### config.mk
export PLATFORM = sky130hd
export DESIGN_NAME = columnFetch
export DESIGN_NICKNAME = d
export VERILOG_FILES = /design/src/rtl/filterPkg.sv /design/src/rtl/columnFetch.sv
export SDC_FILE = /design/constraint.sdc
export NUM_CORES = 1
export LEC_CHECK = 0
export BUFFER_PORTS_ARGS = -buffer_cell sky130_fd_sc_hd__buf_4
export CORE_MARGIN = 2
export CORE_UTILIZATION = 44
export CTS_CLUSTER_SIZE = 20
export DETAILED_ROUTE_END_ITERATION = 16
export GPL_TIMING_DRIVEN = 1
export HOLD_SLACK_MARGIN = 0.12
export PLACE_DENSITY = 0.75
export SLEW_MARGIN = 15
export SYNTH_ARGS = -nofsm -noshare
export SYNTH_HDL_FRONTEND = slang
export SYNTH_SLANG_ARGS = --single-unit
### constraint.sdc
create_clock -name CLK -period 2.6 [get_ports CLK]
set_input_delay 0.52 -clock CLK [delete_from_list [all_inputs] [get_ports CLK]]
set_output_delay 0.52 -clock CLK [all_outputs]
set_load 0.05 [all_outputs]
### src/rtl/filterPkg.sv
`default_nettype none

package filterPkg;

	// source image and result buffer size
	localparam int IMG_W = 32;
	localparam int IMG_H = 24;
	localparam int PIX_COUNT = IMG_W * IMG_H;

	// reduced raster timing, one pixel per clock
	localparam int H_ACTIVE = 32;
	localparam int H_FRONT = 2;
	localparam int H_SYNC = 4;
	localparam int H_BACK = 2;
	localparam int H_TOTAL = H_ACTIVE + H_FRONT + H_SYNC + H_BACK;

	localparam int V_ACTIVE = 24;
	localparam int V_FRONT = 1;
	localparam int V_SYNC = 2;
	localparam int V_BACK = 1;
	localparam int V_TOTAL = V_ACTIVE + V_FRONT + V_SYNC + V_BACK;

	localparam int ADDR_W = 10;

	typedef logic [7:0] pixel_t;
	typedef logic [ADDR_W-1:0] pixAddr_t;
	// one extra column so IMG_W itself fits
	typedef logic [5:0] xCoord_t;
	typedef logic [4:0] yCoord_t;
	typedef logic [5:0] count_t;

	typedef enum logic [1:0] {
		KERN_IDENTITY = 2'd0,
		KERN_BLUR = 2'd1,
		KERN_SHARPEN = 2'd2,
		KERN_EDGE = 2'd3
	} kernel_t;

	// fetch position, lines up with memory data after one register
	typedef struct packed {
		logic valid;
		xCoord_t column;
		yCoord_t row;
		logic isLast;
	} fetch_t;

	// three vertically adjacent source pixels
	typedef struct packed {
		pixel_t top;
		pixel_t mid;
		pixel_t bot;
	} column_t;

	typedef struct packed {
		logic we;
		pixAddr_t addr;
		pixel_t pixel;
	} result_t;

	// wishbone classic request from the host
	typedef struct packed {
		logic cyc;
		logic stb;
		logic we;
		pixAddr_t adr;
		pixel_t dat;
	} wbReq_t;

	// linear address, row major
	function automatic pixAddr_t makeAddr(yCoord_t row, xCoord_t column);
		return pixAddr_t'(row) * pixAddr_t'(IMG_W) + pixAddr_t'(column);
	endfunction

endpackage

`default_nettype wire

### src/rtl/columnFetch.sv
`timescale 1ns/1ps
`default_nettype none

module columnFetch import filterPkg::*; (
	input logic CLK,
	input logic reset,
	output fetch_t fetch,
	output pixAddr_t addrTop,
	output pixAddr_t addrMid,
	output pixAddr_t addrBot
);

	logic running;
	xCoord_t column;
	yCoord_t row;
	logic lastColumn;
	logic lastFetch;
	xCoord_t readColumn;
	yCoord_t rowTop;
	yCoord_t rowBot;

	// column IMG_W is the flush column of each row
	assign lastColumn = (column == xCoord_t'(IMG_W));
	assign lastFetch = lastColumn && (row == yCoord_t'(IMG_H - 1));

	// first cycle after reset only arms the walk
	always_ff @(posedge CLK) begin
		if (reset) begin
			running <= 1'b0;
			column <= '0;
			row <= '0;
		end else begin
			running <= 1'b1;
			if (running) begin
				if (lastColumn) begin
					column <= '0;
					row <= lastFetch ? yCoord_t'(0) : row + 1'b1;
				end else begin
					column <= column + 1'b1;
				end
			end
		end
	end

	// clamp to the image edge
	assign readColumn = lastColumn ? xCoord_t'(IMG_W - 1) : column;
	assign rowTop = (row == '0) ? row : row - 1'b1;
	assign rowBot = (row == yCoord_t'(IMG_H - 1)) ? row : row + 1'b1;

	assign addrTop = makeAddr(rowTop, readColumn);
	assign addrMid = makeAddr(row, readColumn);
	assign addrBot = makeAddr(rowBot, readColumn);

	// unclamped position goes downstream
	assign fetch.valid = running;
	assign fetch.column = column;
	assign fetch.row = row;
	assign fetch.isLast = running && lastFetch;

endmodule

`default_nettype wire

# ---- After elaboration in Yosys (flattened, before gate mapping)
# Cells that the tools add are included.
dict set report word_totals {
  register_bits 12
  input_bits 2
  out_inout_bits 43
}
dict set report classes {
  add_sub_neg 6
  n_eq_ne 2
  n_mux 6
  n_reduce_logical 4
}
# operator n
set ops {}
lappend ops {{$add A10 B6 Y10} 3}
lappend ops {{$mux W5} 3}
lappend ops {{$mux W6} 2}
lappend ops {{$add A6 B1 Y6 const B} 1}
lappend ops {{$eq A6 B6 Y1 const B} 1}
lappend ops {{$add A5 B1 Y5 const B} 1}
lappend ops {{$eq A5 B5 Y1 const B} 1}
lappend ops {{$logic_not A5 Y1} 1}
lappend ops {{$sub A5 B1 Y5 const B} 1}
lappend ops {{$logic_and A1 B1 Y1} 2}
lappend ops {{$reduce_and A2 Y1} 1}
lappend ops {{$mux W1} 1}

# ---- Longest topological paths before layout
dict set report logic_depth {
  ltp_word 3
  mapped_depth 11
}

# ---- Worst setup path before layout
# OpenSTA, ideal clock, no wires.
dict set report synth_timing {
  path_type {reg-to-output}
  from {register row[0]}
  to {output addrBot[8]}
  arrival_ps 3394
  path_slack_ps -1314
  stages_incl_launch_ff 7
  path_buffers 1
  path_cell_list {dfxtp_1 clkbuf_1 inv_1 ha_1 and2_1 a31oi_1 o41ai_1}
}
dict set report synth_between {
  elab_chain_cells 3
}
# item line
set synth_rtl {}
lappend synth_rtl {{start, declared} columnFetch.sv:15} ;# yCoord_t row;
lappend synth_rtl {{start signal, assigned} columnFetch.sv:37} ;# row <= lastFetch ? yCoord_t'(0) : row + 1'b1;
lappend synth_rtl {{$add A5 B1 Y5 / $eq A5 B5 Y1 (equally long branches)} columnFetch.sv:48} ;# assign rowBot = (row == yCoord_t'(IMG_H - 1)) ? row : row + 1'b1;
lappend synth_rtl {{$mux W5 (*)} columnFetch.sv:48}
lappend synth_rtl {{$add A10 B6 Y10 (*)} filterPkg.sv:71} ;# return pixAddr_t'(row) * pixAddr_t'(IMG_W) + pixAddr_t'(column);
lappend synth_rtl {{end, declared} columnFetch.sv:10} ;# output pixAddr_t addrBot
# Mark *: on every way between the ends. The rest lies on a longest branch, timed or not.

# ---- Final worst setup path
dict set report layout_timing {
  from {register row[0]}
  to {output addrBot[9]}
}
# Same word-level chain as after synthesis.

==> impl_results.md <==
- RSZ-0062 raised after global routing: true
- Synth-to-layout area growth: 63.1%
- Die Area: 3230 um2
- Switch share: 34.2%
- Post-synthesis async set-or-reset flop share: 0%
- Fin. max-slew vios: 0
- Seq cells post-synth: 12
- Net switching power: ~0.15 mW
- Placer congestion estimate: between 0.8 and 0.9
- Largest net degree at the start of global routing: 13
- Pre-CTS setup slack: roughly 0.008 ns
- Maxcap violations: 0
- Minimum clock period: 2.72 ns
- EDFF count, synth: 0
- Hold_buf cts: 0
- CTS max path bufs: 2
- Drt wl/cell: 14.5 um
- Violated checks: negative setup slack
- # H-tree levels: 1
- Worst ir drop on vdd: 0.000321 V
- Final nets: 230
- Pwr per Cell Area: 215 nW/um2
- Crit path cell chain: ha_4 > nand3_2 > or2_4 > xnor2_2 > nor2_1 > ha_2 > o221ai_2 > nand2_2 > xnor2_4 > buf_6
- Starting density of the core: a little under half
- Design internal power: ~0.28 mW
- Worst R2R Setup Slack: 0.82 ns
- Clock Latency Late Sink: 0.29 ns
- Final WL: 3.63 mm
- Total I/O pin count: 45
- Worst hold path type: input port to flop
- Min-delay src: reset
- Normalized max-slew margin: between 70% and 80%
- First-pass GRT wire length: 5.56 mm
- Chip height: 56.8 um
- Via count: approximately 1.4k
- Clock network power share: 30.2%
- ANT nets after route: 0
- Synth Cell Area: 1230 um2
- Core area: ~2700 um2
- CP Buf/Inv Count: 1
- Die Wd: 56.8 um
- Initial antenna violation count: 0
- Syn_nets: 177
- Clock Skews: 0.00591 ns
- N_diodes: 0
- Synth Area per Inst: 7.30 um2
- Cts bufs inserted: 3
- Actual slew at the worst max-slew pin: 0.410 ns
- Design Power: 0.429 mW
- R2R depth: 8
- Ys flop type: dfxtp_1
- Design Area, Final: 2000 um2
- Gr ovfl total: 0
- Warnings from Yosys: 0
- Overall Global Routing Usage: between 20% and 30%
- Area leader, netlist: dfxtp_1
- Synth unique cells: 41
- Crit-path max FO: 5
- FP Rows: 19
- Critical Path RT: between 2 and 2.5 ns
- Slowest cell on crit path: dfxtp_4
- Vias in the first global route: 1,277
- CP top delay family: simple AND/OR/NAND/NOR gates
- Flop pwr share: a little over two fifths
- Drc violations: 0
- Fillers: 210
- Dpl hpwl: 2.57 mm
- Hold path depth: 2
- Pleak: roughly 0.95 nW
- Fmax: 368 MHz
- Setup crit end kind: output pin
- CTS tree: yes
- # port buffers: 44
- Setup violations, final: 4
- Fin worst setup slack: -0.115 ns
- Slowest stage delay, CP: 0.40 ns
- Share of the synthesized area in the top cell type: 19.6%
- Syn Inst Count: approximately 170
- First DRT Iteration DRCs: 53
- Critical path type: flop to output pin
- Layout cells sized above 1: 55.5%
- RR Endpoint: row[4]$_SDFFE_PP0P_
- Sequential share of the synthesized area: 19.6%
- Dpl cell area: between 1500 and 2000 um2
- Hold Fails Final Rpt: 0
- CTS sink count: 12
- TritonRoute pass-1 iters: 4
- Number of vias per cell: 5.46
- Tcrit/Tclk final: 104%
- Status: finished with violations
- Ranking of synthesized cells by area: dfxtp_1, buf_4, ha_1
- Hold EP: running$_DFF_P_
- CP Launch Type: flop
- Register area: 264 um2
- Critical Path AT: 2.20 ns
- CTS root buffer: clkbuf_4
- RR Startpoint: column[1]$_SDFFE_PP0P_
- Worst-path clk slew: around 0.080 ns
- Comb pwr share: about a quarter
- Area taken by multi-input logic gates: 1050 um2
cells in the mapped netlist (2+ instances only):
master / n
ha_1: 7
nand2_1: 14
nor2_1: 18
dfxtp_1: 12
buf_4: 12
mux2i_1: 2
xnor2_1: 8
nand3_1: 7
o221ai_1: 2
and3_1: 3
nand2b_1: 8
clkbuf_1: 11
o21ai_0: 3
a21boi_0: 2
nor3_1: 3
a21o_1: 2
a21oi_1: 11
inv_1: 9
o21ai_1: 2
nand4_1: 4
xor2_1: 8
metal layers:
| layer | up-vias | wire length (um) | global-route usage (%) | share of wire [%] |
|---|---|---|---|---|
| li1 | 658 | - | - | - |
| met1 | 649 | 1480 | 25.6 | 41 |
| met2 | 55 | 1870 | 37.4 | 52 |
| met3 | 8 | 203 | 3.92 | 5.6 |
| met4 | 0 | 75 | 12.6 | 2.1 |
| met5 | - | 0 | 0 | 0 |
metrics by stage:
stage | std cells | setup TNS (ns) | hold slack (ns) | utilization (%)
global route | 251 | -0.814 | 0.475 | 73.8
finish | 251 | -0.290 | 0.475 | 73.8
floorplan | 168 | -0.169 | 0.582 | -
CTS | 244 | -0.244 | 0.477 | 69.8
global placement | 233 | 0 | 0.510 | 64.5
detailed placement | 233 | 0 | 0.527 | 64.5
worst register-to-register path, cell delays in order (launching register included):
cell	delay (ns)
dfxtp_4	0.35
inv_1	0.07
ha_2	0.16
nor4b_4	0.20
buf_4	0.15
buf_4	0.15
and3_1	0.33
nand4_1	0.14
a21oi_1	0.16
sequential cells by signal, summed over array words and instances, names as in the netlist:
name	count
running	1
row	5
column	6
how the worst max path moves through the flow:
| stage | start | endpoint | cells past startpoint |
|---|---|---|---|
| after global placement | column[0]$_SDFFE_PP0P_ | addrMid[9] | 10 |
| after global routing | row[0]$_SDFFE_PP0P_ | addrBot[9] | 10 |
| after floorplan | row[1]$_SDFFE_PP0P_ | addrBot[9] | 11 |
| after CTS | row[0]$_SDFFE_PP0P_ | addrBot[9] | 10 |
| final | row[0]$_SDFFE_PP0P_ | addrBot[9] | 10 |
| after detailed placement | row[1]$_SDFFE_PP0P_ | addrTop[9] | 11 |
final cells by class:
cell class	count	share of cell area, %
clock buffer	4	1.31
tap	31	1.94
timing repair buffer	73	29.1
sequential	12	13.2
multi-input combinational	122	52.5
inverter	9	1.94
power groups by stage:
stage          Sequential [mW]  Clock [mW]  Combinational (mW)
4_1_cts                  0.190       0.130               0.104
3_5_place_dp             0.195           0              0.0988
3_3_place_gp             0.195           0              0.0978
2_1_floorplan            0.203           0              0.0691
5_1_grt                  0.190       0.142               0.115
6_report                 0.189       0.129               0.111
layout by cell type (no fill, tap or decap), drive strengths merged:
master / netlist / final
nand3: 7 / 7
inv: 9 / 9
mux2i: 2 / 2
nor2: 19 / 19
nand2: 14 / 14
xnor2: 9 / 9
nand4: 4 / 4
o21ai: 5 / 5
a21boi: 2 / 2
clkbuf: 11 / 4
o31ai: 1 / 1
a31oi: 1 / 1
nor4b: 1 / 1
o311ai: 1 / 1
a21o: 2 / 2
a22o: 1 / 1
a211oi: 1 / 1
nand2b: 8 / 8
dfxtp: 12 / 12
or2: 1 / 1
ha: 7 / 7
o221ai: 2 / 2
xor2: 8 / 8
and2: 2 / 2
o41ai: 1 / 1
a221o: 1 / 1
a211o: 1 / 1
nor3: 4 / 4
o21bai: 1 / 1
and3: 3 / 3
a21oi: 11 / 11
o2111ai: 1 / 1
nor2b: 1 / 1
buf: 14 / 73
cell families after synthesis:
logic type / after synthesis / share of synthesized area [%]
adder cells (fa/ha/maj): 7 / 7.14
AND/OR/NAND/NOR: 64 / 26.8
buffers and inverters: 34 / 14.8
AO/OA/AOI/OAI: 32 / 17.2
flip-flops: 12 / 19.6
multiplexers: 2 / 1.63
XOR/XNOR: 17 / 12.8
timing repair:
action,in CTS,in global routing
gates cloned,0,0
setup endpoints to repair,6,8
setup buffers,7,7
pin swaps,5,3
gates resized for setup,16,12
No activity file was read; power rests on OpenSTA's default activity.
