File: config.mk
export PLATFORM = sky130hd
export DESIGN_NAME = rasterTiming
export DESIGN_NICKNAME = d
export VERILOG_FILES = /design/src/rtl/filterPkg.sv /design/src/rtl/rasterTiming.sv
export SDC_FILE = /design/constraint.sdc
export NUM_CORES = 1
export LEC_CHECK = 0
export ABC_AREA = 1
export BUFFER_PORTS_ARGS = -buffer_cell sky130_fd_sc_hd__buf_2
export CORE_MARGIN = 4
export CORE_UTILIZATION = 46
export DETAILED_ROUTE_END_ITERATION = 16
export GPL_ROUTABILITY_DRIVEN = 0
export PLACE_DENSITY = 0.77
export RECOVER_POWER = 50
export SYNTH_ARGS = -nofsm -noshare
export SYNTH_HDL_FRONTEND = slang
export SYNTH_SLANG_ARGS = --single-unit
File: constraint.sdc
create_clock -name CLK -period 1.5 [get_ports CLK]
set_input_delay 0.3 -clock CLK [delete_from_list [all_inputs] [get_ports CLK]]
set_output_delay 0.3 -clock CLK [all_outputs]
set_load 0.01 [all_outputs]
File: src/rtl/filterPkg.sv
`default_nettype none

package filterPkg;

	// source image and result buffer size
	localparam int IMG_W = 32;
	localparam int IMG_H = 24;
	localparam int PIX_COUNT = IMG_W * IMG_H;

	// reduced raster timing, one pixel per clock
	localparam int H_ACTIVE = 32;
	localparam int H_FRONT = 2;
	localparam int H_SYNC = 4;
	localparam int H_BACK = 2;
	localparam int H_TOTAL = H_ACTIVE + H_FRONT + H_SYNC + H_BACK;

	localparam int V_ACTIVE = 24;
	localparam int V_FRONT = 1;
	localparam int V_SYNC = 2;
	localparam int V_BACK = 1;
	localparam int V_TOTAL = V_ACTIVE + V_FRONT + V_SYNC + V_BACK;

	localparam int ADDR_W = 10;

	typedef logic [7:0] pixel_t;
	typedef logic [ADDR_W-1:0] pixAddr_t;
	// one extra column so IMG_W itself fits
	typedef logic [5:0] xCoord_t;
	typedef logic [4:0] yCoord_t;
	typedef logic [5:0] count_t;

	typedef enum logic [1:0] {
		KERN_IDENTITY = 2'd0,
		KERN_BLUR = 2'd1,
		KERN_SHARPEN = 2'd2,
		KERN_EDGE = 2'd3
	} kernel_t;

	// fetch position, lines up with memory data after one register
	typedef struct packed {
		logic valid;
		xCoord_t column;
		yCoord_t row;
		logic isLast;
	} fetch_t;

	// three vertically adjacent source pixels
	typedef struct packed {
		pixel_t top;
		pixel_t mid;
		pixel_t bot;
	} column_t;

	typedef struct packed {
		logic we;
		pixAddr_t addr;
		pixel_t pixel;
	} result_t;

	// wishbone classic request from the host
	typedef struct packed {
		logic cyc;
		logic stb;
		logic we;
		pixAddr_t adr;
		pixel_t dat;
	} wbReq_t;

	// linear address, row major
	function automatic pixAddr_t makeAddr(yCoord_t row, xCoord_t column);
		return pixAddr_t'(row) * pixAddr_t'(IMG_W) + pixAddr_t'(column);
	endfunction

endpackage

`default_nettype wire

File: src/rtl/rasterTiming.sv
`timescale 1ns/1ps
`default_nettype none

module rasterTiming import filterPkg::*; (
	input logic CLK,
	input logic reset,
	output pixAddr_t dispAddr,
	input pixel_t dispPixel,
	output logic hsync,
	output logic vsync,
	output logic blank,
	output pixel_t r,
	output pixel_t g,
	output pixel_t b
);

	count_t hCount;
	count_t vCount;
	logic lineEnd;
	logic active;
	logic hsyncNext;
	logic vsyncNext;

	assign lineEnd = (hCount == count_t'(H_TOTAL - 1));

	// free running from reset
	always_ff @(posedge CLK) begin
		if (reset) begin
			hCount <= '0;
			vCount <= '0;
		end else begin
			hCount <= lineEnd ? count_t'(0) : hCount + 1'b1;
			if (lineEnd) begin
				vCount <= (vCount == count_t'(V_TOTAL - 1)) ? count_t'(0) : vCount + 1'b1;
			end
		end
	end

	assign active = (hCount < count_t'(H_ACTIVE)) && (vCount < count_t'(V_ACTIVE));

	// sync pulses low
	assign hsyncNext = !((hCount >= count_t'(H_ACTIVE + H_FRONT)) &&
		(hCount < count_t'(H_ACTIVE + H_FRONT + H_SYNC)));
	assign vsyncNext = !((vCount >= count_t'(V_ACTIVE + V_FRONT)) &&
		(vCount < count_t'(V_ACTIVE + V_FRONT + V_SYNC)));

	// address only matters while active
	assign dispAddr = active ? makeAddr(yCoord_t'(vCount), xCoord_t'(hCount)) : pixAddr_t'(0);

	// one stage to match the buffer read
	always_ff @(posedge CLK) begin
		if (reset) begin
			hsync <= 1'b1;
			vsync <= 1'b1;
			blank <= 1'b0;
		end else begin
			hsync <= hsyncNext;
			vsync <= vsyncNext;
			blank <= active;
		end
	end

	// grey out, black outside active video
	assign r = blank ? dispPixel : pixel_t'(0);
	assign g = blank ? dispPixel : pixel_t'(0);
	assign b = blank ? dispPixel : pixel_t'(0);

endmodule

`default_nettype wire

==> Word-level counts from Yosys, hierarchy flattened <==
Index checks and enable logic that the tools add are counted.
{ "word_totals": {"word_cells": 25, "regBits": 15, "ram_bits": 0, "latch_bits": 0, "memories": 0, "in_bits": 10, "romBits": 0, "output_inout_bits": 37} }
{ "op_classes": {"reduce_logical": 6, "n_lt_le_gt_ge": 6, "eq_ne": 2, "mux": 3, "add_sub_neg": 3, "n_shift": 0, "bitwise": 0, "n_mul": 0, "div_mod_pow": 0} }
{ "op_table": {"columns": ["cell", "n"], "rows": [
  ["adder 6 x 1 -> 6 bit, second input constant", 2],
  ["less-than comparator 6 x 5 -> 1 bit, second input constant", 2],
  ["less-than comparator 6 bit, second input constant", 2],
  ["adder 10 x 6 -> 10 bit", 1],
  ["2-to-1 mux 10 bit", 1],
  ["2-to-1 mux 8 bit", 1],
  ["equality test 6 x 5 -> 1 bit, second input constant", 1],
  ["equality test 6 bit, second input constant", 1],
  ["greater-or-equal comparator 6 x 5 -> 1 bit, second input constant", 1],
  ["greater-or-equal comparator 6 bit, second input constant", 1],
  ["2-to-1 mux 6 bit", 1],
  ["logical AND 1 bit", 3],
  ["zero test 1 bit", 2],
  ["OR reduction 2 bit", 1]
]} }

==> Logic depth before layout (Yosys ltp) <==
Gate-level depths: netlist of the first run.
{ "depth": {"word_depth": 3, "mapped_depth": 7, "mapped_depth_nobuf": 7} }

==> Worst setup path after synthesis of the first run <==
OpenSTA, ideal clock, no wires.
{ "synth_timing": {"path_kind": "reg-to-output", "startpoint": "register hCount[5]", "endpoint": "output port dispAddr[9]", "setup_slack_ns": 0.164, "t_required_ns": 1.200, "n_path_buf": 0, "t_arrival_ns": 1.036, "stages_incl_launch_ff": 5, "cell_sequence": "dfxtp_1 ha_1 ha_1 nand3_1 a21oi_1"} }
{ "synth_via": {"elab_chain_cells": 3, "word_cells_on_any_way": 4, "cone_classes": "add/sub (1); order compare (1); mux (1); reduce/logical (1)"} }
{ "synth_lines": {"columns": ["item", "line_no", "source"], "rows": [
  ["start: declaration", "rasterTiming.sv:17", "count_t hCount;"],
  ["start signal: assignment", "rasterTiming.sv:32", "hCount <= lineEnd ? count_t'(0) : hCount + 1'b1;"],
  ["parallel branches: the longest is 2 deep, another holds adder 10 x 6 -> 10 bit", null, null],
  ["2-to-1 mux 10 bit (*)", "rasterTiming.sv:48", "assign dispAddr = active ? makeAddr(yCoord_t'(vCount), xCoord_t'(hCount)) : pixAddr_t'(0);"],
  ["end: declaration", "rasterTiming.sv:7", "output pixAddr_t dispAddr,"]
]} }
Mark *: on every way between the ends.

==> Final worst setup path of the first run <==
{ "layout_timing": {"startpoint": "register hCount[5]", "endpoint": "output port dispAddr[8]"} }
Same word-level chain as after synthesis.

==> results summary, run 1 <==
The final-stage net count is 208. The required arrival time at the worst endpoint came out at 1.20 ns. The clock tree root buffer cell is sky130_fd_sc_hd__clkbuf_4. The detailed router's first-iteration violation count came out at 9.

The worst register-to-register path ends at vCount[3]. The number of CTS-inserted buffers is 3. The cell-internal power came out at 0.000562 W.

Summing every instance area after synthesis gives 1020 um^2. The first global-routing pass estimated 3.86 mm of wire. The first TritonRoute pass finished after 4 iterations. Traced cell by cell, the critical path runs through ha_4 > nand3_4 > xor2_2 > nor2_1 > buf_2. The maximum root-to-sink buffer count came out at 2. The total global routing track utilization came out at 17.6%.

The highest layer touched by signal routing is met4. Once routing completed, OpenROAD measured the worst setup slack at -0.179 ns. Yosys printed 0 warnings.

The sequential share of power is 52.5%. The area share of the leading cell type in the synthesized netlist came out at 29.5%. The die outline area came out at 3030 um^2. The post-synth net total is 169. Setup repair after global routing could not meet its margin everywhere. The cell area after placement is 1180 um^2. The smallest clock period supported by the final layout is computed as 1.68 ns. Input and output buffers added on the ports amount to 46.

The measured slew at the worst slew-check pin came out at 0.268 ns. The wire length on met1 is 1.01 mm. Setup violations remaining at the end of the flow were counted as 10. TritonCTS built the clock tree. The clock edge transition at the registers on the reported setup and hold paths is 0.10 ns.

The maximum clock frequency came out at 0.596 GHz. For this run the aggregate overflow at the end of global routing stands at 0. The number of max-slew violations in the final report is 0. The cell count after synthesis came out at 153. The total buffers and inverters traversed by the critical path is 1. The final layout contains routed wiring with a total length of 2.69 mm.

Wire segments on met2 add up to 1.51 mm in the final route. The worst setup path is launched from a register. The path with the worst hold slack has its endpoint at vCount[2]. In this run the vertical extent of the chip is 55.0 um.

In the post-synthesis netlist, the biggest area contributors are sky130_fd_sc_hd__dfxtp_1 30%, sky130_fd_sc_hd__buf_4 13%, sky130_fd_sc_hd__nand2_1 10%, sky130_fd_sc_hd__inv_1 9.6%, sky130_fd_sc_hd__nor2_1 8.9%. The hold path depth came out at 2. The worst setup slack for register-to-register paths came out at 0.20 ns.

The maximum number of pins on one net before global-route repair is 11. Summed over all cells, the static leakage comes to 0.756 nW. The initial antenna violation count is 0.

The worst slew slack as a fraction of its limit came out at 82.1%. The clock power share is 30.8%. The number of violations of the max-capacitance limit came out at 0. Summed over all nets, the switching power comes to 0.000225 W.

The commonest cells after synthesis are 28 x sky130_fd_sc_hd__nand2_1, 26 x sky130_fd_sc_hd__inv_1, 24 x sky130_fd_sc_hd__nor2_1. The ratio of cells with drive above 1 in the final layout is 41.4%. The final reports fail on negative setup slack.

The filler cells instantiated in the layout total 188. The width of the die is 55.0 um. The synthesis-to-finish area growth is 34.8%.

The worst hold path begins at reset. The wire length per cell after detailed routing came out at 12.3 um. The floorplan step defined a core boundary enclosing 2020 um^2.

The number of global-route vias before repair came out at 945. The number of levels the H-tree was split into came out at 1. The CTS sink count is 15. The power per cell area came out at 574 nW/um^2. Net switching is 28.6% of the power. Sequential elements use 29.5% of the synthesized area. In the synthesized netlist the async set-or-reset flop fraction comes to 0%. The critical path class is register to output pin. The met3 routed wirelength is 135 um. The library cell with the largest summed area after synthesis is sky130_fd_sc_hd__dfxtp_1.

The highest-delay cell along the critical path is sky130_fd_sc_hd__dfxtp_4. The delay contributed by the slowest stage of the critical path is 0.38 ns. Among all flip-flop cells after synthesis, the most frequent one is sky130_fd_sc_hd__dfxtp_1. The post-route cell area came out at 1370 um^2.

In this run, synthesis produced a sequential element count of 15. The cts-stage hold buffer count is 0. sky130_fd_sc_hd__nand2_1 is the most common cell in the netlist. The number of flops mapped to enable cells by yosys came out at 0.

The total via count after detailed routing came out at 1056. The register cell area after layout is 308 um^2. The clock latency on the worst-skew pair came out at 0.29 ns.

The biggest fanout along the worst timing path came out at 2. The largest voltage drop on the vdd net is 488 uV. The total number of placement rows is 16.

In this run, distinct cell masters in the synthesized netlist total 23. The flow ran to the end, but the final reports show violations. The area occupied by multi-input gates is 574 um^2. On the critical path the largest part of the delay comes from flip-flops. The cell depth of the worst flop-to-flop path is 5.

The effective utilization at floorplan is 50.3%. The final count of hold timing violations is 0. 0 antenna diodes ended up in the layout. The final clock period utilization by the worst path is 112%. The average instance in the mapped netlist occupies 6.65 um^2. STA classifies the critical path endpoint as an output pin. The signal arrival time at the worst endpoint came out at 1.38 ns. Using the TritonRoute via totals, the vias-per-cell ratio works out to 4.84. For the final database, setup skew stands at 0.00475 ns. The boundary pin count is 47. Once detail routing completed, the nets flagged for antenna violations numbered 0. The HPWL after detailed placement is 1.87 mm. The startpoint identified for the worst register-to-register timing path is vCount[0]. The combinational share of power is 16.7%.

The number of design rule violations left after detail routing is 0. The post-layout utilization of the core is 67.8%. The path class of the tightest hold or removal check is primary input to register.
layer usage:
metal | GRT usage, % | vias to the layer above
met5 | 0 | -
met4 | 7.29 | 0
met3 | 3.49 | 6
met2 | 33.3 | 32
met1 | 18.8 | 491
li1 | - | 527
what timing repair did:
item / 4_1_cts / 5_1_grt
setup endpoints to repair: 10 / 10
pin swaps: 3 / 3
gates resized for setup: 19 / 17
buffers inserted: 2 / 0
placed cells by master (no fill, tap or decap), types with 3 or more instances in the layout:
cell type | Yosys | layout
sky130_fd_sc_hd__buf_2 | 1 | 40
sky130_fd_sc_hd__nand2_1 | 28 | 28
sky130_fd_sc_hd__inv_1 | 26 | 24
sky130_fd_sc_hd__nor2_1 | 24 | 19
sky130_fd_sc_hd__dfxtp_1 | 15 | 11
sky130_fd_sc_hd__nand3_1 | 11 | 8
sky130_fd_sc_hd__buf_6 | 0 | 6
sky130_fd_sc_hd__nor2_4 | 1 | 5
sky130_fd_sc_hd__a21oi_1 | 5 | 4
sky130_fd_sc_hd__ha_1 | 6 | 4
sky130_fd_sc_hd__buf_4 | 17 | 4
sky130_fd_sc_hd__inv_2 | 2 | 3
sky130_fd_sc_hd__nor3_1 | 3 | 3
sky130_fd_sc_hd__clkbuf_4 | 0 | 3
sky130_fd_sc_hd__dfxtp_2 | 0 | 3
flip-flops by register name (all words and copies together) (netlist names):
register  cells
blank         1
vCount        6
hCount        6
hsync         1
vsync         1
worst reg2reg max path, stage by stage (launching register included):
cell                      delay, ns
sky130_fd_sc_hd__dfxtp_2       0.37
sky130_fd_sc_hd__buf_4         0.14
sky130_fd_sc_hd__ha_1          0.24
sky130_fd_sc_hd__nand3_1       0.15
sky130_fd_sc_hd__o21ai_1       0.23
sky130_fd_sc_hd__nor2_1        0.08
logic make-up (layout without fill, tap and decap cells):
group                      Yosys count  count (layout)  synth area share [%]
DFF                                 15              15                  29.5
buffers and inverters               47              85                  23.7
and+or+nand+nor                     72              72                  31.1
AOI/OAI and AO/OA                    9               9                  4.80
xor gates and xnor gates             4               4                  3.44
adders and majority gates            6               6                  7.38
worst max path at each step:
stage | from | endpoint | slack (ns) | cells past startpoint
finish | hCount[5] | dispAddr[8] | -0.18 | 5
global route | hCount[5] | dispAddr[8] | -0.20 | 5
CTS | vCount[0] | dispAddr[7] | -0.10 | 5
detailed placement | hCount[5] | dispAddr[9] | 0.10 | 5
global placement | hCount[5] | dispAddr[9] | 0.14 | 5
floorplan | hCount[5] | dispAddr[9] | 0.16 | 4
metrics by stage:
stage          total power [W]  TNS (ns)  hold WS, ns  cells  setup slack [ns]
3_5_place_dp          0.000545         0        0.439    212             0.101
5_1_grt               0.000824     -1.52        0.293    218            -0.196
2_1_floorplan         0.000515         0        0.369    153             0.164
3_3_place_gp          0.000542         0        0.433    212             0.137
4_1_cts               0.000783    -0.604        0.250    218            -0.105
6_report              0.000787    -0.978        0.266    218            -0.179
final cells by class:
| cell class | instances | area share, % |
|---|---|---|
| Clock inverter | 1 | 0.365 |
| Multi-Input combinational cell | 91 | 41.9 |
| Tap cell | 27 | 2.46 |
| Timing Repair Buffer | 53 | 23.4 |
| Inverter | 28 | 7.85 |
| Sequential cell | 15 | 22.4 |
| Clock buffer | 3 | 1.64 |
power by group through the flow:
| stage | clock (W) | sequential (W) | combinational, W |
|---|---|---|---|
| floorplan | 0 | 0.000422 | 0.0000936 |
| global placement | 0 | 0.000424 | 0.000118 |
| detailed placement | 0 | 0.000424 | 0.000121 |
| CTS | 0.000246 | 0.000415 | 0.000121 |
| global route | 0.000260 | 0.000415 | 0.000148 |
| finish | 0.000242 | 0.000413 | 0.000132 |
(Power assumes the default switching activity.)
==> run 2, diff against run 1 <==
CORE_MARGIN = 5   (was 4)
==> run 2 against run 1 <==
The run still ends with negative setup slack left. Worst setup slack improved by 0.080 ns. Sequential share of layout area up 0.77 points. Via count shrank 3.7%. Core utilization down 7.2 points. Routed wire length decreased by 13%. Count of clock-buffer cells in the layout up 1. Hold slack better by 0.0081 ns. Design area decreased by 4.1%.
==> results summary, run 2 (synthesized netlist as in run 1, its figures left out) <==
At the worst endpoint, the required time is 1.20 ns. Tracing the worst setup path back leads to its startpoint at vCount[0]. The number of max-slew violations in the final report came out at 0. During I/O placement, the number of pins put on the boundary was 47.

The HPWL after detailed placement came out at 1.77 mm. The number of global-route vias before repair came out at 981. The final count of hold timing violations came out at 0. Max-cap violations in this run came to 0. The worst setup path is launched from a register. After detailed routing, the average wire length per cell comes to 10.7 um.

The path category of the worst min-delay check is primary input to register. In the final layout, the registers with the most flip-flops are hCount x6, vCount x6. The setup slack after layout came out at -0.0983 ns. The total via count after detailed routing is 1017. After detailed routing, the number of remaining DRC violations is 0. The total buffers and inverters traversed by the critical path is 1. The most common cell after layout, fill and taps aside is sky130_fd_sc_hd__buf_2.

Setup repair after global routing could not meet its margin everywhere. Broken down by cell family, the worst path's largest delay share belongs to flip-flops. The longest clock path from root to sink contains 2 buffers. The final reports fail on negative setup slack. The CTS tree is done. The register cell area after layout is 305 um^2. The signal arrival time at the worst endpoint is 1.30 ns. The width of the die came out at 57.0 um. In this run the power density over the cells is 593 nW/um^2. At the end of the flow the core is filled with cells to 60.6%.

Total power for the finished layout comes to 0.000779 W. The initial antenna violation count is 0. The layout has 200 filler cells. The delay contributed by the slowest stage of the critical path came out at 0.35 ns.

The largest voltage drop on the vdd net came out at 615 uV. The worst slew slack as a fraction of its limit is 74.3%. The leakage power total came out at 0.732 nW. The biggest fanout along the worst timing path came out at 2.

The cell area after placement is 1180 um^2. The final-stage net count came out at 208. The post-route minimum period came out at 1.60 ns. The total global routing track utilization came out at 15.4%. The post-route cell area is 1320 um^2. The cts-stage hold buffer count came out at 0.

The cell sitting at the root of the clock tree is a sky130_fd_sc_hd__clkbuf_4. The capturing element type of the critical path is an output pin. The synthesis-to-finish area growth is 29.3%. The floorplan has 17 rows. The standard cell core area came out at 2170 um^2. The setup-violating endpoint count in the final report came out at 10. The largest individual stage delay along the critical path comes from the cell sky130_fd_sc_hd__dfxtp_2. For this configuration, the core starts out at a cell density of 46.9%. Walking the worst path, the cells encountered are ha_4 > ha_4 > xnor2_1 > nor2_1 > buf_2. The ratio of routed vias to standard cells came out at 4.64. The worst register-to-register path begins at hCount[5]. Clock latency on the worst-skew pair, taken at its later pin, is 0.29 ns. Summed over all layers, the routed wires come to 2.35 mm. The CTS sink count is 15. The number of nets with antenna violations after detailed routing came out at 0.

The die outline area came out at 3250 um^2. The setup skew after layout is 0.00417 ns. Global routing finished with a remaining overflow of 0.

The number of inserted diodes came out at 0. The critical path class is register to output pin. Dividing the final minimum period by the clock period gives 107%. The run finished, with violations left. The filler-free cell count of the finished design is 219. The startpoint identified for the worst hold timing path is reset. The maximum clock frequency came out at 0.626 GHz. The worst slack after detailed placement is 0.101 ns. The first global-routing pass estimated 4.06 mm of wire. Clock-pin slew was measured on the worst setup and hold paths at 0.09 ns.

The number of levels the H-tree was split into is 1. In this design, the critical path's most frequently occurring cell is sky130_fd_sc_hd__ha_4. The area occupied by multi-input gates is 542 um^2. The first detailed-routing pass took 4 iterations. The detailed router's first-iteration violation count is 19. The die height came out at 57.0 um.

The post-route netlist has 36.6% of its cells at a drive strength greater than 1. The library cells used most frequently in the layout, excluding fill and tap cells, are 37 x sky130_fd_sc_hd__buf_2, 29 x sky130_fd_sc_hd__nand2_1, 24 x sky130_fd_sc_hd__inv_1. The maximum number of pins on one net before global-route repair came out at 11. Clock tree synthesis inserted a total of 3 buffers. The port buffer count came out at 46.

The placed cell count is 213. At the pin with the least slew margin, the transition time is 0.386 ns.
run 2: cell types whose count changed in the layout (fill, tap and decap cells not counted), sizes merged:
cell	before	now
buf	51	45
clkbuf	5	12
clkinv	1	0
run 2: routing by layer:
metal / global-route usage (%) / part of all wire, % / vias to the layer above
met5: 0 / 0 / -
met4: 5.30 / 0.34 / 0
met3: 4.52 / 8.4 / 2
met2: 28.2 / 53 / 41
met1: 16.7 / 38 / 448
li1: - / - / 526
run 2: worst register-to-register path, cell delays in order (launching register included):
cell and delay (ns):
sky130_fd_sc_hd__dfxtp_2 0.36, sky130_fd_sc_hd__clkbuf_1 0.17, sky130_fd_sc_hd__clkbuf_2 0.17, sky130_fd_sc_hd__nand2_4 0.06, sky130_fd_sc_hd__nor2_2 0.33, sky130_fd_sc_hd__nand3_1 0.15
sky130_fd_sc_hd__a21oi_1 0.17
run 2: path summary, 6_finish.rpt:
check / to / slack, ns / cells after the start
setup / recovery: dispAddr[7] / -0.1 / 5
hold / removal: blank / 0.27 / 2
setup reg to reg: vCount[2] / 0.02 / 6
hold reg to reg: hCount[0] / 0.45 / 1
run 2: through the flow:
step,setup TNS (ns),hold WS [ns]
after floorplan,0,0.369
after global placement,0,0.433
after detailed placement,0,0.443
after CTS,-0.900,0.245
after global routing,-1.91,0.270
final,-0.810,0.274
run 2: timing repair:
action / CTS / global route
endpoints found under the setup margin: 10 / 10
gates resized for setup: 19 / 11
buffers inserted: 2 / 0
hold endpoints to repair: 0 / 0
pin swaps: 4 / 3
run 2: power breakdown:
group | switching [W] | total [W] | internal [W] | leakage, nW
registers | 0.00000900 | 0.000415 | 0.000406 | 0.124
logic | 0.0000711 | 0.000127 | 0.0000564 | 0.593
clock network | 0.000134 | 0.000237 | 0.000103 | 0.0150
run 2: area by class of cell:
class                      instances  share of cell area, %
tap                               28                   2.66
multi-input combinational         91                   41.2
sequential                        15                   23.2
inverter                          28                   8.18
clock buffer                       4                   2.00
timing repair buffer              53                   22.7
==> run 3, diff against run 2 <==
CORE_ASPECT_RATIO = 0.75   (was unset)
==> run 3 against run 2 <==
Non-clock buffer count increased by 3. Routed wire length increased by 8.9%. Sequential power about the same. The run still ends with negative setup slack left. Global-route usage increased by 1.2 points. Sequential cell count unchanged. Die area increased by 0.30%. Via count increased by 1.7%. Design area increased by 2.5%. Critical path depth unchanged. Sequential share of layout area decreased by 0.37 points. Worst setup slack got worse by 0.031 ns.
==> results summary, run 3 (synthesized netlist as in run 1, its figures left out) <==
The hold path depth is 2. The number of cells on the worst reg-to-reg path is 8. For hold timing, the worst endpoint is vCount[2]. In the routed design, unresolved DRC markers number 0.

The critical path is of the register to output pin type. The number of nets with antenna violations after detailed routing is 0. The run finished, with violations left. The launching point of the worst reg2reg path is hCount[5]. The ratio of routed vias to standard cells came out at 4.74. The standard cell core area is 2050 um^2. Leaving out fill and tap cells, the most frequent cell in the layout is sky130_fd_sc_hd__buf_2. The number of inserted diodes is 0. The die outline area came out at 3260 um^2.

The maximum root-to-sink buffer count came out at 2. The global-route wire length before repair came out at 4.36 mm. The launch point of the worst hold path is reset. The start point of the critical path is hCount[5]. The clock tree root buffer cell is sky130_fd_sc_hd__clkbuf_4. The switching component of the power came out at 0.000229 W. The checks that failed: negative setup slack. The width of the die is 64.3 um.

The setup skew after layout is 0.00433 ns. The setup-violating endpoint count in the final report came out at 10. In this run the critical register-to-register path is captured at hCount[2]. The synthesis-to-finish area growth came out at 32.5%. STA classifies the critical path endpoint as an output pin.

The initial antenna violation count came to 0. The total global routing track utilization is 16.6%. The total grt overflow is 0.

The number of levels the H-tree was split into came out at 1. The CTS sink count came out at 15. Setup slack on the critical path of the routed design comes to -0.129 ns. The HPWL after detailed placement is 1.92 mm. The effective utilization at floorplan came out at 49.6%. The final count of hold timing violations came out at 0. The filler-free cell count of the finished design is 218. After the last flow step, the layout net total stands at 211. The routed wire length is 2.56 mm. Across the VDD grid, the largest voltage drop is 504 uV.

The total via count after detailed routing is 1034. In the layout the commonest cells are 42 x sky130_fd_sc_hd__buf_2, 28 x sky130_fd_sc_hd__nand2_1, 24 x sky130_fd_sc_hd__inv_1. Setup repair after global routing could not meet its margin everywhere. Registers are responsible for 52.2% of the overall power. The port buffer count is 46.

In this run, the number of DRC markers left after iteration 0 of detailed routing was 33. The number of max-slew violations in the final report is 0. The number of violations of the max-capacitance limit came out at 0.

The final clock period utilization by the worst path is 109%. The measured slew at the worst slew-check pin is 0.284 ns. The power per cell area is 589 nW/um^2. TritonCTS built the clock tree.

The required arrival time at the worst endpoint came out at 1.20 ns. The maximum number of pins on one net before global-route repair is 11. The largest registers in the layout are hCount x6, vCount x6.

The placed cell count came out at 208. Timing would allow up to 0.614 GHz. The number of detailed-routing iterations run before antenna repair came out at 5. The ratio of cells with drive above 1 in the final layout came out at 41.2%. The worst register-to-register path has a setup slack of 0.13 ns. The cell-internal power is 0.000565 W. The switching part of the total power came out at 28.8%. The boundary pin count is 47. The total number of placement rows is 14. The leakage power total is 0.763 nW. The worst slew slack as a fraction of its limit came out at 81.1%. The worst setup path is launched from a register.

Measured along the y axis, the die boundary spans 50.7 um. The number of global-route vias before repair was 967. The post-route minimum period is 1.63 ns. The clock edge transition at the registers on the reported setup and hold paths came out at 0.10 ns. The number of CTS-inserted buffers came out at 3. The clock network is responsible for 31.5% of the overall power.

The biggest fanout along the worst timing path is 2. The path category of the worst min-delay check is primary input to register. The power after layout is 0.000793 W.

The signal arrival time at the worst endpoint is 1.33 ns. The clock latency on the worst-skew pair came out at 0.29 ns. The wire length per cell after detailed routing came out at 11.7 um. The combinational share of power is 16.3%.
-- run 3: metal layers --
metal | track usage [%] | part of all wire, %
met5 | 0 | 0
met1 | 19.0 | 40
met4 | 2.03 | 0
met3 | 5.58 | 8.6
met2 | 30.6 | 51
-- run 3: final cells by class --
cell class                      count  area, um^2
Sequential cell                    15         308
Clock buffer                        4        26.3
Fill cell                         186         702
Multi-Input combinational cell     91         547
Tap cell                           24        30.0
Inverter                           28         110
Timing Repair Buffer               56         327
-- run 3: per-stage QoR --
stage | TNS [ns] | utilization [%] | instance area [um^2] | setup slack [ns] | hold WS (ns)
after floorplan | 0 | - | 1020 | 0.164 | 0.369
after global placement | 0 | 57.1 | 1170 | 0.124 | 0.437
after detailed placement | 0 | 57.1 | 1170 | 0.0904 | 0.465
after CTS | -0.765 | 63.2 | 1290 | -0.0987 | 0.252
after global routing | -1.61 | 65.8 | 1350 | -0.186 | 0.242
final | -0.885 | 65.8 | 1350 | -0.129 | 0.247
-- run 3: power groups by stage --
stage,Combinational (W),Sequential (W),Clock (W)
2_1_floorplan,0.0000936,0.000422,0
3_3_place_gp,0.000118,0.000424,0
3_5_place_dp,0.000120,0.000425,0
4_1_cts,0.000121,0.000416,0.000245
5_1_grt,0.000142,0.000416,0.000276
6_report,0.000129,0.000414,0.000250
-- run 3: critical path: stages, from the launching register on --
cell,delay [ns]
sky130_fd_sc_hd__dfxtp_4,0.37
sky130_fd_sc_hd__ha_4,0.17
sky130_fd_sc_hd__ha_4,0.16
sky130_fd_sc_hd__xnor2_1,0.11
sky130_fd_sc_hd__nor2_1,0.10
sky130_fd_sc_hd__buf_2,0.13
-- run 3: how the worst max path moves through the flow --
stage / endpoint / slack (ns)
6_report: dispAddr[7] / -0.13
5_1_grt: dispAddr[6] / -0.19
4_1_cts: dispAddr[9] / -0.1
3_5_place_dp: dispAddr[9] / 0.09
3_3_place_gp: dispAddr[9] / 0.12
2_1_floorplan: dispAddr[9] / 0.16
-- run 3: timing repair --
item | CTS | global route
hold buffers | 0 | 0
endpoints found under the setup margin | 10 | 10
setup buffers | 3 | 2
pin swaps | 3 | 2
cloned | 1 | 0
gates resized for setup | 20 | 11
hold endpoints to repair | 0 | 0
